## src/rtl/i2s_loop_pkg.sv

```systemverilog
package i2s_loop_pkg;

	////////////////////////////////////////////////////////////
	// sample format and pattern
	////////////////////////////////////////////////////////////

	// bits per audio word
	localparam int sample_width = 24;

	// bit clocks in one channel slot
	localparam int slot_bits = 32;

	// entries in the test pattern
	localparam int pattern_depth = 5;

	// fixed loopback pattern, stepped through cyclically
	localparam logic [sample_width-1:0] test_pattern [pattern_depth] = '{
		24'h123456,
		24'h345678,
		24'h567890,
		24'h789012,
		24'h901234
	};

	////////////////////////////////////////////////////////////
	// enums
	////////////////////////////////////////////////////////////

	// channel tag, follows lrclk level
	typedef enum logic {
		ch_left  = 1'b0,
		ch_right = 1'b1
	} channel_e;

	// transmitter slot state
	typedef enum logic [1:0] {
		tx_idle  = 2'd0,
		tx_left  = 2'd1,
		tx_right = 2'd2
	} tx_state_e;

	////////////////////////////////////////////////////////////
	// bundles
	////////////////////////////////////////////////////////////

	// tagged word, channel flag on top
	typedef struct packed {
		channel_e                channel;
		logic [sample_width-1:0] data;
	} audio_sample_t;

	// serial lines between tx and rx
	typedef struct packed {
		logic bclk;
		logic lrclk;
		logic sd;
	} i2s_lines_t;

endpackage

```

## src/rtl/test_pattern_source.sv

```systemverilog
module test_pattern_source import i2s_loop_pkg::*; (
	input  logic                    read_testdata_en,
	input  logic                    rst,
	input  logic                    next_sample,
	output logic [sample_width-1:0] pattern_sample
);

	// index into the pattern table
	localparam int idx_w = (pattern_depth > 1) ? $clog2(pattern_depth) : 1;

	// last valid entry, wrap point
	localparam logic [idx_w-1:0] idx_last = idx_w'(pattern_depth - 1);

	logic [idx_w-1:0] index;

	////////////////////////////////////////////////////////////
	// index register
	////////////////////////////////////////////////////////////

	// steps once per transmitter request
	always_ff @(posedge read_testdata_en) begin
		if (!rst) begin
			index <= '0;
		end else if (next_sample) begin
			// wrap after the last entry
			if (index == idx_last) begin
				index <= '0;
			end else begin
				index <= index + 1'b1;
			end
		end
	end

	////////////////////////////////////////////////////////////
	// table read
	////////////////////////////////////////////////////////////

	// current entry, taken by tx in the request cycle
	assign pattern_sample = test_pattern[index];

endmodule

```

## src/rtl/i2s_transmitter.sv

```systemverilog
module i2s_transmitter import i2s_loop_pkg::*; #(
	parameter int bclk_div = 2
) (
	input  logic                    read_testdata_en,
	input  logic                    rst,
	input  logic                    run,
	input  logic [sample_width-1:0] pattern_sample,
	output logic                    next_sample,
	output i2s_lines_t              lines
);

	// divider and bit counter sizes
	localparam int div_w = $clog2(bclk_div + 1);
	localparam int bit_w = $clog2(slot_bits);

	localparam logic [div_w-1:0] div_last = div_w'(bclk_div - 1);
	localparam logic [bit_w-1:0] bit_last = bit_w'(slot_bits - 1);

	tx_state_e               state;
	logic [div_w-1:0]        div_cnt;
	logic [bit_w-1:0]        bit_cnt;
	logic [sample_width-1:0] shreg;

	logic half_tick;
	logic fall_tick;
	logic slot_end;
	logic start_run;

	////////////////////////////////////////////////////////////
	// bit clock timing
	////////////////////////////////////////////////////////////

	// bclk flips at the end of each half period
	assign half_tick = (state != tx_idle) && (div_cnt == div_last);
	// high to low transition, data and ws change here
	assign fall_tick = half_tick && lines.bclk;
	// last bit period of the slot done
	assign slot_end  = fall_tick && (bit_cnt == bit_last);
	// leaving idle, always into a left slot
	assign start_run = (state == tx_idle) && run;

	// request a word at every slot start, none when stopping
	assign next_sample = start_run || (slot_end && ((state == tx_left) || run));

	////////////////////////////////////////////////////////////
	// framing FSM
	////////////////////////////////////////////////////////////

	always_ff @(posedge read_testdata_en) begin
		if (!rst) begin
			state   <= tx_idle;
			div_cnt <= '0;
			bit_cnt <= '0;
			lines   <= '0;
		end else begin
			// divider idles at zero, bclk stays low
			if ((state == tx_idle) || half_tick) begin
				div_cnt <= '0;
			end else begin
				div_cnt <= div_cnt + 1'b1;
			end
			if (half_tick) begin
				lines.bclk <= ~lines.bclk;
			end

			if (start_run) begin
				state       <= tx_left;
				bit_cnt     <= '0;
				lines.lrclk <= 1'b0;
				lines.sd    <= 1'b0;
			end else if (slot_end) begin
				// delay bit of the new slot is a zero
				bit_cnt  <= '0;
				lines.sd <= 1'b0;
				case (state)
					tx_left: begin
						state       <= tx_right;
						lines.lrclk <= 1'b1;
					end
					tx_right: begin
						// stop only after a full stereo frame
						state       <= run ? tx_left : tx_idle;
						lines.lrclk <= 1'b0;
					end
					default: state <= tx_idle;
				endcase
			end else if (fall_tick) begin
				// msb first, zeros once the word is out
				bit_cnt  <= bit_cnt + 1'b1;
				lines.sd <= shreg[sample_width-1];
			end
		end
	end

	// serializer, loaded at slot start
	always_ff @(posedge read_testdata_en) begin
		if (next_sample) begin
			shreg <= pattern_sample;
		end else if (fall_tick) begin
			shreg <= {shreg[sample_width-2:0], 1'b0};
		end
	end

endmodule

```

## src/rtl/i2s_receiver.sv

```systemverilog
module i2s_receiver import i2s_loop_pkg::*; (
	input  logic          read_testdata_en,
	input  logic          rst,
	input  i2s_lines_t    lines,
	output audio_sample_t rx_sample,
	output logic          rx_valid
);

	// counts delay bit plus data bits, then holds
	localparam int cnt_w = $clog2(sample_width + 2);

	// index of the last data bit
	localparam logic [cnt_w-1:0] cnt_last = cnt_w'(sample_width);
	// word complete, padding ignored from here
	localparam logic [cnt_w-1:0] cnt_done = cnt_w'(sample_width + 1);

	logic                    bclk_q;
	logic                    lrclk_q;
	logic                    bclk_rise;
	logic                    ws_change;
	logic [cnt_w-1:0]        rx_cnt;
	logic [sample_width-1:0] shreg;
	channel_e                channel;

	////////////////////////////////////////////////////////////
	// line edge detection
	////////////////////////////////////////////////////////////

	// sd is stable around the rising edge
	assign bclk_rise = lines.bclk && !bclk_q;
	// new slot on any ws level change
	assign ws_change = lines.lrclk != lrclk_q;

	// tagged word straight from the shifter
	assign rx_sample.channel = channel;
	assign rx_sample.data    = shreg;

	////////////////////////////////////////////////////////////
	// slot tracking
	////////////////////////////////////////////////////////////

	// reset arms for a left slot, tx starts there
	always_ff @(posedge read_testdata_en) begin
		if (!rst) begin
			bclk_q   <= 1'b0;
			lrclk_q  <= 1'b0;
			rx_cnt   <= '0;
			channel  <= ch_left;
			rx_valid <= 1'b0;
		end else begin
			bclk_q   <= lines.bclk;
			lrclk_q  <= lines.lrclk;
			// strobe once the last data bit is in
			rx_valid <= bclk_rise && (rx_cnt == cnt_last);
			if (ws_change) begin
				rx_cnt  <= '0;
				channel <= channel_e'(lines.lrclk);
			end else if (bclk_rise && (rx_cnt != cnt_done)) begin
				rx_cnt <= rx_cnt + 1'b1;
			end
		end
	end

	// deserializer, skips count 0 which is the delay bit
	always_ff @(posedge read_testdata_en) begin
		if (bclk_rise && (rx_cnt != '0) && (rx_cnt <= cnt_last)) begin
			shreg <= {shreg[sample_width-2:0], lines.sd};
		end
	end

endmodule

```

## src/rtl/sample_fifo.sv

```systemverilog
module sample_fifo import i2s_loop_pkg::*; #(
	parameter int fifo_depth   = 8,
	parameter int credit_width = 4
) (
	input  logic          read_testdata_en,
	input  logic          rst,
	input  audio_sample_t rx_sample,
	input  logic          rx_valid,
	input  logic          credit_return,
	output audio_sample_t out_word,
	output logic          out_valid,
	output logic          overflow
);

	// pointer and occupancy sizes
	localparam int ptr_w   = (fifo_depth > 1) ? $clog2(fifo_depth) : 1;
	localparam int count_w = $clog2(fifo_depth + 1);

	localparam logic [ptr_w-1:0]        ptr_last   = ptr_w'(fifo_depth - 1);
	localparam logic [count_w-1:0]      count_full = count_w'(fifo_depth);
	localparam logic [credit_width-1:0] credit_max = '1;

	audio_sample_t           mem [fifo_depth];
	logic [ptr_w-1:0]        wr_ptr;
	logic [ptr_w-1:0]        rd_ptr;
	logic [count_w-1:0]      count;
	logic [credit_width-1:0] credits;

	logic full;
	logic wr_en;
	logic send;

	// drop when full, send on data plus credit
	assign full  = count == count_full;
	assign wr_en = rx_valid && !full;
	assign send  = (count != '0) && (credits != '0);

	////////////////////////////////////////////////////////////
	// pointers, occupancy, overflow
	////////////////////////////////////////////////////////////

	always_ff @(posedge read_testdata_en) begin
		if (!rst) begin
			wr_ptr    <= '0;
			rd_ptr    <= '0;
			count     <= '0;
			overflow  <= 1'b0;
			out_valid <= 1'b0;
		end else begin
			out_valid <= send;
			// circular wrap for any depth
			if (wr_en) begin
				wr_ptr <= (wr_ptr == ptr_last) ? '0 : wr_ptr + 1'b1;
			end
			if (send) begin
				rd_ptr <= (rd_ptr == ptr_last) ? '0 : rd_ptr + 1'b1;
			end
			if (wr_en && !send) begin
				count <= count + 1'b1;
			end else if (send && !wr_en) begin
				count <= count - 1'b1;
			end
			// sticky until reset
			if (rx_valid && full) begin
				overflow <= 1'b1;
			end
		end
	end

	////////////////////////////////////////////////////////////
	// credit counter
	////////////////////////////////////////////////////////////

	// return and send together cancel out
	always_ff @(posedge read_testdata_en) begin
		if (!rst) begin
			credits <= '0;
		end else if (credit_return && !send && (credits != credit_max)) begin
			credits <= credits + 1'b1;
		end else if (send && !credit_return) begin
			credits <= credits - 1'b1;
		end
	end

	// storage and output word
	always_ff @(posedge read_testdata_en) begin
		if (wr_en) begin
			mem[wr_ptr] <= rx_sample;
		end
		if (send) begin
			out_word <= mem[rd_ptr];
		end
	end

endmodule

```

## src/rtl/i2s_loopback_top.sv

```systemverilog
module i2s_loopback_top import i2s_loop_pkg::*; #(
	parameter int bclk_div     = 2,
	parameter int fifo_depth   = 8,
	parameter int credit_width = 4
) (
	input  logic          read_testdata_en,
	input  logic          rst,
	input  logic          run,
	input  logic          credit_return,
	output audio_sample_t out_word,
	output logic          out_valid,
	output logic          overflow
);

	// source handshake
	logic                    next_sample;
	logic [sample_width-1:0] pattern_sample;

	// serial lines, internal only
	i2s_lines_t lines;

	// recovered words into the buffer
	audio_sample_t rx_sample;
	logic          rx_valid;

	////////////////////////////////////////////////////////////
	// transmit side
	////////////////////////////////////////////////////////////

	test_pattern_source source_i (
		.read_testdata_en (read_testdata_en),
		.rst              (rst),
		.next_sample      (next_sample),
		.pattern_sample   (pattern_sample)
	);

	i2s_transmitter #(
		.bclk_div (bclk_div)
	) tx_i (
		.read_testdata_en (read_testdata_en),
		.rst              (rst),
		.run              (run),
		.pattern_sample   (pattern_sample),
		.next_sample      (next_sample),
		.lines            (lines)
	);

	////////////////////////////////////////////////////////////
	// receive side
	////////////////////////////////////////////////////////////

	i2s_receiver rx_i (
		.read_testdata_en (read_testdata_en),
		.rst              (rst),
		.lines            (lines),
		.rx_sample        (rx_sample),
		.rx_valid         (rx_valid)
	);

	// credit gated output buffer
	sample_fifo #(
		.fifo_depth   (fifo_depth),
		.credit_width (credit_width)
	) fifo_i (
		.read_testdata_en (read_testdata_en),
		.rst              (rst),
		.rx_sample        (rx_sample),
		.rx_valid         (rx_valid),
		.credit_return    (credit_return),
		.out_word         (out_word),
		.out_valid        (out_valid),
		.overflow         (overflow)
	);

endmodule

```

## config.mk

```make
export PLATFORM = sky130hd
export DESIGN_NAME = i2s_loopback_top
export DESIGN_NICKNAME = d
export VERILOG_FILES = /design/src/rtl/i2s_loop_pkg.sv /design/src/rtl/test_pattern_source.sv /design/src/rtl/i2s_transmitter.sv /design/src/rtl/i2s_receiver.sv /design/src/rtl/sample_fifo.sv /design/src/rtl/i2s_loopback_top.sv
export SDC_FILE = /design/constraint.sdc
export NUM_CORES = 1
export LEC_CHECK = 0
export ABC_AREA = 1
export BUFFER_PORTS_ARGS = -buffer_cell sky130_fd_sc_hd__buf_4
export CORE_MARGIN = 1
export CORE_UTILIZATION = 60
export CTS_CLUSTER_DIAMETER = 200
export DETAILED_ROUTE_END_ITERATION = 8
export PLACE_DENSITY = 0.83
export SYNTH_ARGS = -nofsm -noshare
export SYNTH_HDL_FRONTEND = slang
export SYNTH_SLANG_ARGS = --single-unit
export TNS_END_PERCENT = 10
```

## constraint.sdc

```tcl
create_clock -name read_testdata_en -period 3.19 [get_ports read_testdata_en]
set_input_delay 0.638 -clock read_testdata_en [delete_from_list [all_inputs] [get_ports read_testdata_en]]
set_output_delay 0.638 -clock read_testdata_en [all_outputs]
set_load 0.01 [all_outputs]
```

==> results summary, run 1 <==
Across all layers, the routed design uses ~7700 vias. The clock sink count came out at 312. The register bit count reported by yosys is 312. The total die area came out at 21100 um2.

The final wirelength is 23.2 mm. The total negative slack came out at 0 ns. Of the available clock period, the critical path in the final layout requires 0.669. The number of fillers in the final layout came out at 1364.

By startpoint and endpoint, the worst setup path is classified as reg -> reg. The clock skew after layout came out at 0.00786 ns. The maximum buffer depth of the clock tree is 3.

The number of warning messages in the yosys log came out at 0. The largest net degree at the start of global routing came out at 103. The final count of negative-setup-slack endpoints is 0.

The largest single stage delay on the critical path is 0.76 ns. By area the synthesized netlist is led by edfxtp_1 (66%), dfxtp_1 (6.5%), nor2_1 (6.1%), o21ai_0 (6.1%), nand2_1 (4.9%). The upper clock frequency limit is 469 MHz.

The final antenna-violating net count is 0. The critical path capture point type is a flip-flop. The maximum level of the CTS H-tree came out at 1. The number of primary I/O pins is 31. The largest fanout on the critical path is a little over 100. The run finished with clean final reports.

The DRC marker count from the first detailed-route iteration came out at 550. The initial antenna violation count came out at 0. In this run the tightest slew margin relative to its limit is 0.318. Together, buffers and inverters on the worst path number 1. The total congestion overflow after global routing is 0.

Setup repair after global routing left no endpoint under its margin. During placement, the flow inserted port buffers numbering 30. Across every metal layer, demand over resource in global routing totals 0.225. At the worst endpoint, the required time is 3.57 ns.

The TritonCTS buffer count is 30. The worst register-to-register path has a depth of 6. Clock latency on the worst-skew pair, taken at its later pin, is about 0.54 ns. The critical path arrival is 2.51 ns. In this run, placement finished with an instance count of 1306. For the pin with the worst max-slew slack, the measured transition is slightly above 1 ns. For this design the ratio of total power to cell area is 794 nW/um2. The static leakage is ~5 nW. The residual DRC count is 0. In the synthesized netlist the dominant register cell turns out to be edfxtp_1.

The worst setup path is launched from a flip-flop. In this run the worst hold path is classified as in -> reg. The final hold violation count came out at 0. The count of final max-slew check failures is 0.

Counting instances in the post-synthesis netlist gives the leading cell types as edfxtp_1 (272), nor2_1 (201), nand2_1 (160). The layout cell share with drive strength beyond 1 is 0.104. Walking the worst path, the cells encountered are buf_4 -> ha_1 -> ha_1 -> nor2_1 -> o21ai_0 -> a21oi_1. After technology mapping, the gate count stands at 1032.

The repair_antennas step left the layout with diodes totalling 0. The max-cap check violation count came out at 0. Relative to the synthesized area, the layout overhead comes to 11.8%.

The total power is ~0.011 W. The distinct cell type count of the synthesized netlist is 35. The buffer count from post-CTS setup fixing is 0. The maximum vdd drop came out at 612 uV.

The die is 145 um tall. After detailed routing, the number of vias per cell comes to 5.63. The floorplan die width came out at 145 um. After synthesis, the mean cell area works out to 12.0 um2. The number of rows in the core area is 52. For this run, the detailed router's first-pass iteration total came to 5. The slowest cell on the critical path is buf_4.

The number of cells on the worst hold path is 3. The cell that appears most often on the critical path is ha_1. The cell family contributing the most delay on the critical path is buffers and inverters. The via count of the first global-routing pass came out at 7413. The post-synthesis cell area came out at between 10000 and 15000 um2. The count of hold-fix buffers inserted at cts is 0. The register clock-pin slew on the reported worst setup and hold paths is 0.06 ns. The most repeated cell in the gate-level netlist after synthesis is edfxtp_1. The count of cells resized by post-cts repair is 0. The average wire per standard cell is 17.0 um.

The library cell with the largest summed area after synthesis is edfxtp_1. Routability-driven placement finished with a final weighted congestion of 0.806. The final period demand of the worst path came out at between 2 and 2.5 ns.

After synthesis, the share of flip-flops with an asynchronous set or reset is 0. The share of Yosys cell area claimed by the top area cell type came out at 0.662. The count of placed standard cells in the final layout, fillers left out came out at about 1400. The detailed placer's ending HPWL is 12.2 mm. The post-synthesis net count is 1061.

The global-route wire length before repair is 37.5 mm. Of the synthesized area, sequential elements account for 0.727. The initial cell density of the core came out at 0.612. The core outline area is 20200 um2.

The number of gates on the worst path with buffers counted is 6. The final standard cell utilization of the core came out at 0.684. The number of enable flip-flop cells after synthesis is 272. The final-stage net count came out at 1097. The TritonCTS clock tree is yes. The root buffer cell chosen for the clock tree is clkbuf_16.
==> flip-flops by register name, indices dropped and copies added (netlist names) <==
register	cells
fifo_i.overflow	1
source_i.index	3
fifo_i.count	4
tx_i.lines	3
fifo_i.mem	200
rx_i.channel	1
rx_i.rx_cnt	5
fifo_i.wr_ptr	3
rx_i.shreg	24
rx_i.lrclk_q	1
tx_i.bit_cnt	5
rx_i.rx_valid	1
fifo_i.credits	4
fifo_i.out_valid	1
fifo_i.rd_ptr	3
tx_i.shreg	23
tx_i.state	2
rx_i.bclk_q	1
fifo_i.out_word	25
tx_i.div_cnt	2
==> per-layer routing <==
metal  routed length, um  track usage  vias up
met3                1510       0.0323       58
met2               11400        0.370      288
met1                9550        0.309     3670
met5                   0            0        -
li1                    -            -     3640
met4                 712       0.0863        0
==> placed cells by master, fill, tap and decap left out, types with 7 or more instances in the layout <==
cell type | netlist | final
inv_1 | 46 | 46
nand3_1 | 12 | 12
clkbuf_1 | 20 | 10
o21ai_1 | 25 | 25
nand2_1 | 160 | 160
o21ai_0 | 150 | 150
edfxtp_1 | 272 | 272
ha_1 | 23 | 23
a21oi_1 | 25 | 25
buf_4 | 4 | 45
dfxtp_1 | 40 | 38
nor2_2 | 1 | 9
nor2_1 | 201 | 193
clkinv_1 | 1 | 7
clkbuf_16 | 0 | 31
==> worst paths after layout <==
check | start | to | slack (ns)
worst min-delay path | run | tx_i.state[0] | 0.38
worst max-delay path | fifo_i.rd_ptr[0] | fifo_i.rd_ptr[0] | 1.06
worst max register to register | fifo_i.rd_ptr[0] | fifo_i.rd_ptr[0] | 1.06
worst min register to register | tx_i.div_cnt[0] | tx_i.div_cnt[0] | 0.43
==> logic make-up after synthesis <==
| kind of cell | share of synthesized area |
|---|---|
| adders and majority gates | 0.0266 |
| DFF | 0.727 |
| AOI/OAI and AO/OA | 0.0835 |
| and+or+nand+nor | 0.128 |
| buffers and inverters | 0.0321 |
| xor gates and xnor gates | 0.00284 |
==> power breakdown <==
| group | switching (W) | internal [W] | total (W) |
|---|---|---|---|
| registers | 0.000177 | 0.00480 | 0.00498 |
| clock network | 0.00140 | 0.00194 | 0.00333 |
| logic | 0.00175 | 0.000892 | 0.00265 |
| total | 0.00333 | 0.00763 | 0.0110 |
==> tightest hold or removal path: stages <==
cell,delay (ns)
buf_4,0.12
nand2_1,0.06
a21oi_1,0.05
==> area by class of cell <==
cell class | count | area, um2 | share of cell area
Sequential cell | 312 | 8970 | 0.650
Multi-Input combinational cell | 627 | 3000 | 0.218
Clock buffer | 41 | 813 | 0.0590
Timing Repair Buffer | 46 | 358 | 0.0259
Tap cell | 270 | 338 | 0.0245
Inverter | 51 | 193 | 0.0140
Clock inverter | 14 | 119 | 0.00862
==> per-stage QoR <==
step,area (um2),setup slack (ns),hold WS (ns)
final,13800,1.06,0.380
after global routing,13800,0.836,0.369
after CTS,13800,1.08,0.356
after detailed placement,12900,1.11,0.415
after global placement,12900,1.17,0.405
after floorplan,12300,0.345,0.397
No activity file was read; power rests on OpenSTA's default activity.
==> run 2: changes to the inputs <==
--- a/config.mk
+++ b/config.mk
@@ -5,13 +5,13 @@
 export SDC_FILE = /design/constraint.sdc
 export NUM_CORES = 1
 export LEC_CHECK = 0
-export ABC_AREA = 1
+export ABC_AREA = 0
 export BUFFER_PORTS_ARGS = -buffer_cell sky130_fd_sc_hd__buf_4
 export CORE_MARGIN = 1
-export CORE_UTILIZATION = 60
+export CORE_UTILIZATION = 56
 export CTS_CLUSTER_DIAMETER = 200
 export DETAILED_ROUTE_END_ITERATION = 8
-export PLACE_DENSITY = 0.83
+export PLACE_DENSITY = 0.82
 export SYNTH_ARGS = -nofsm -noshare
 export SYNTH_HDL_FRONTEND = slang
 export SYNTH_SLANG_ARGS = --single-unit
==> constraint.sdc (replaced) <==
create_clock -name read_testdata_en -period 1.9 [get_ports read_testdata_en]
set_input_delay 0.38 -clock read_testdata_en [delete_from_list [all_inputs] [get_ports read_testdata_en]]
set_output_delay 0.38 -clock read_testdata_en [all_outputs]
set_load 0.01 [all_outputs]
==> results summary, run 2 <==
The number of fillers in the final layout came out at 1293 (-5.2%). The average wire per standard cell came out at 22.8 um (+34%). The count of final max-slew check failures was 0 (unchanged). The final-stage net count was 768 (-30%). The routability congestion estimate from global placement is 0.869 (+7.9%).

The largest register by flop count is fifo_i.mem. The minimum setup slack in the final design is -0.254 ns (-1.31 ns). The met1 track utilization from global routing came to 0.287 (-0.0218). The core outline area is 21100 um2 (+4.6%).

The share of Yosys cell area claimed by the top area cell type is 0.677 (+0.0150). The synthesized area divided by synthesized cell count came out at 18.4 um2 (+54%). The worst hold slack came out at 0.168 ns (-0.212 ns). The relative slew slack came to 0.528 (+0.210). The upper clock frequency limit was 464 MHz (-0.91%). The tree is rooted in a clkbuf_16. The library cell used most frequently in the layout, excluding fill and tap cells, is edfxtp_1. The maximum vdd drop came to 735 uV (+20%). The required time at the worst-slack endpoint is 2.37 ns (-1.20 ns).

The worst setup path is launched from a flip-flop. The post-synthesis net count is 684 (-36%). The final count of negative-setup-slack endpoints came out at 5 (+5). The DRC marker count from the first detailed-route iteration came to 311 (-43%). The final hold violation count came out at 0 (unchanged). The run finished, with violations left.

The detailed placer's ending HPWL was 13.1 mm (+7.3%). In the post-synthesis netlist, the biggest area contributors are edfxtp_1 (68%), mux4_2 (9.3%), dfxtp_1 (6.6%), mux2_2 (2.5%), ha_1 (2.4%). The area added between synthesis and finish is 19.2%. The pre-CTS setup slack came out at -0.298 ns (-1.40 ns). The residual DRC count came out at 0 (unchanged). The worst setup path is captured at a flip-flop.

The flip-flop count of the largest register, all copies and words added came out at 200 (unchanged). The routing usage on met3 is 0.0251 (-0.00721). The checks that failed: negative setup slack. In the final layout, the registers with the most flip-flops are fifo_i.mem x200, fifo_i.out_word x25, rx_i.shreg x24. The number of enable flip-flop cells after synthesis is 272 (unchanged). The most common cell in the synthesized netlist is edfxtp_1. The clock sink count came out at 312 (unchanged). The cell count after synthesis came to 655 (-37%). The maximum level of the CTS H-tree came out at 1 (unchanged). The areal power density over the cells is 1230 nW/um2 (+55%). In this run the critical register-to-register path is launched from fifo_i.count[0]. The critical path arrival is 2.62 ns (+0.11 ns). The initial antenna violation count came out at 0 (unchanged).

The number of primary I/O pins came out at 31 (unchanged). The overall track demand over capacity in global routing came to 0.221 (-0.00415). In this run the worst setup path begins at fifo_i.count[0]. The final period demand of the worst path is 2.15 ns (+0.0195 ns). The via count of the first global-routing pass is 6382 (-14%).

The floorplan die width came to 149 um (+2.3%). The overall die height is 149 um (+2.3%). The critical path is of the reg -> reg type. The clock skew after layout was 0.0143 ns (+0.00648 ns). The primary flip-flop cell chosen by synthesis mapping is edfxtp_1. The final antenna diode count was 0 (unchanged). In the synthesized netlist, the cells that appear most often are edfxtp_1 (272), mux4_2 (50), nand2_1 (45).

The number of rows in the core area came out at 53 (+1.9%). The top cell types in the final layout, fill and taps aside, are edfxtp_1 (272), buf_4 (62), mux4_2 (50). The routed via count came out at 6065 (-21%).

The final wirelength came out at 23.6 mm (+1.9%). The max-cap check violation count is 0 (unchanged). In this run the most used layer during global routing was met2.

The clock insertion delay at the later pin of the skew report is 0.55 ns (about the same). The largest fanout on the critical path came to 4 (-96%). The async set-reset flop share out of synthesis came out at 0 (unchanged). The static leakage is 4.80 nW (-1.9%). In this run the most critical hold path is launched from run.

The maximum buffer depth of the clock tree is 3 (unchanged). The total congestion overflow after global routing is 0 (unchanged). The actual transition at the worst max-transition pin is 0.703 ns (-0.320 ns). The share of the cycle needed by the critical path after routing is 1.13 (+0.464).

The sequential area share after synthesis was 0.743 (+0.0164). The total die area is 22100 um2 (+4.7%). The ratio of routed vias to standard cells is 5.85 (+4.0%). Setup repair after global routing could not meet its margin everywhere. The number of warning messages in the yosys log is 0 (unchanged). The number of optimization iterations in the first detailed-route pass is 7 (+2).

The count of port buffers added during placement came to 30 (unchanged). The library cell with the largest summed area after synthesis is edfxtp_1. The distinct cell type count of the synthesized netlist came out at 49 (+40%). The largest net degree at the start of global routing is 33 (-68%).

The post-synthesis cell area is 12100 um2 (-2.2%). The final antenna-violating net count came out at 0 (unchanged). The global-route wire length before repair is 36.1 mm (-3.8%). The TritonCTS buffer count came to 30 (unchanged). TritonCTS built the clock tree.

The register clock-pin slew on the reported worst setup and hold paths came out at 0.06 ns (about the same). The met2 track utilization from global routing came out at 0.392 (+0.0221). The register bit count reported by yosys came out at 312 (unchanged).

The layout cell share with drive strength beyond 1 came out at 0.327 (+0.222). The initial cell density of the core is 0.572 (-0.0396). The tightest min-delay check is of the in -> reg type.
## run 2: worst max-delay path, stage by stage, from the launching register on
cell and delay [ns]:
dfxtp_4 0.36, nor4_4 0.32, o211a_1 0.22, inv_2 0.07
ha_4 0.24, a21oi_4 0.19, nand2_2 0.08, or4_4 0.51
o311ai_4 0.07
## run 2: timing repair
action	CTS	global route
endpoints found under the setup margin	51	63
setup buffers	1	4
hold buffers	0	0
pin swaps	5	10
gates resized for setup	10	26
cloned	2	0
## run 2: worst paths after layout
| kind | endpoint | slack (ns) | cells past startpoint |
|---|---|---|---|
| worst max-delay path | fifo_i.credits[3] | -0.25 | 8 |
| worst min-delay path | tx_i.state[0] | 0.17 | 3 |
| worst max register to register | fifo_i.credits[3] | -0.25 | 8 |
| worst min register to register | tx_i.div_cnt[0] | 0.42 | 1 |
## run 2: routing by layer
metal | wire (um) | share of wire | vias to the layer above
li1 | - | - | 2739
met1 | 9260 | 0.39 | 3095
met2 | 12600 | 0.53 | 184
met3 | 1100 | 0.047 | 47
met4 | 637 | 0.027 | 0
met5 | 0 | 0 | -
## run 2: report_power, final
group	internal (W)	leakage [nW]	total, W	switching, W
Combinational	0.00185	1.52	0.00351	0.00166
Clock	0.00347	0.478	0.00593	0.00247
Sequential	0.00799	2.80	0.00823	0.000237
Total	0.0133	4.80	0.0177	0.00436
## run 2: cells by family after synthesis
logic type                 Yosys count  share of synthesized area
muxes                               82                      0.123
AOI/OAI and AO/OA                   54                     0.0302
xor gates and xnor gates            10                    0.00726
buffers and inverters               45                     0.0175
adders and majority gates           25                     0.0272
and+or+nand+nor                    127                     0.0520
DFF                                312                      0.743
## run 2: final cells by class
| type | count | area [um2] | share of cell area |
|---|---|---|---|
| sequential | 312 | 8990 | 0.625 |
| multi-input combinational | 300 | 3210 | 0.223 |
| timing repair buffer | 80 | 800 | 0.0556 |
| clock buffer | 35 | 779 | 0.0542 |
| tap | 275 | 344 | 0.0239 |
| clock inverter | 20 | 208 | 0.0144 |
| inverter | 15 | 61.3 | 0.00426 |
## run 2: metrics by stage
stage                     instances  total power [W]  area [um2]   util  setup TNS (ns)
final                          1037           0.0177       14400  0.682          -0.530
after global routing           1037           0.0183       14400  0.682           -1.11
after CTS                      1033           0.0177       14300  0.676           -1.87
after floorplan                 655           0.0103       12200      -           -9.14
after detailed placement        975           0.0116       13200  0.625           -5.88
after global placement          975           0.0114       13200  0.625           -3.64
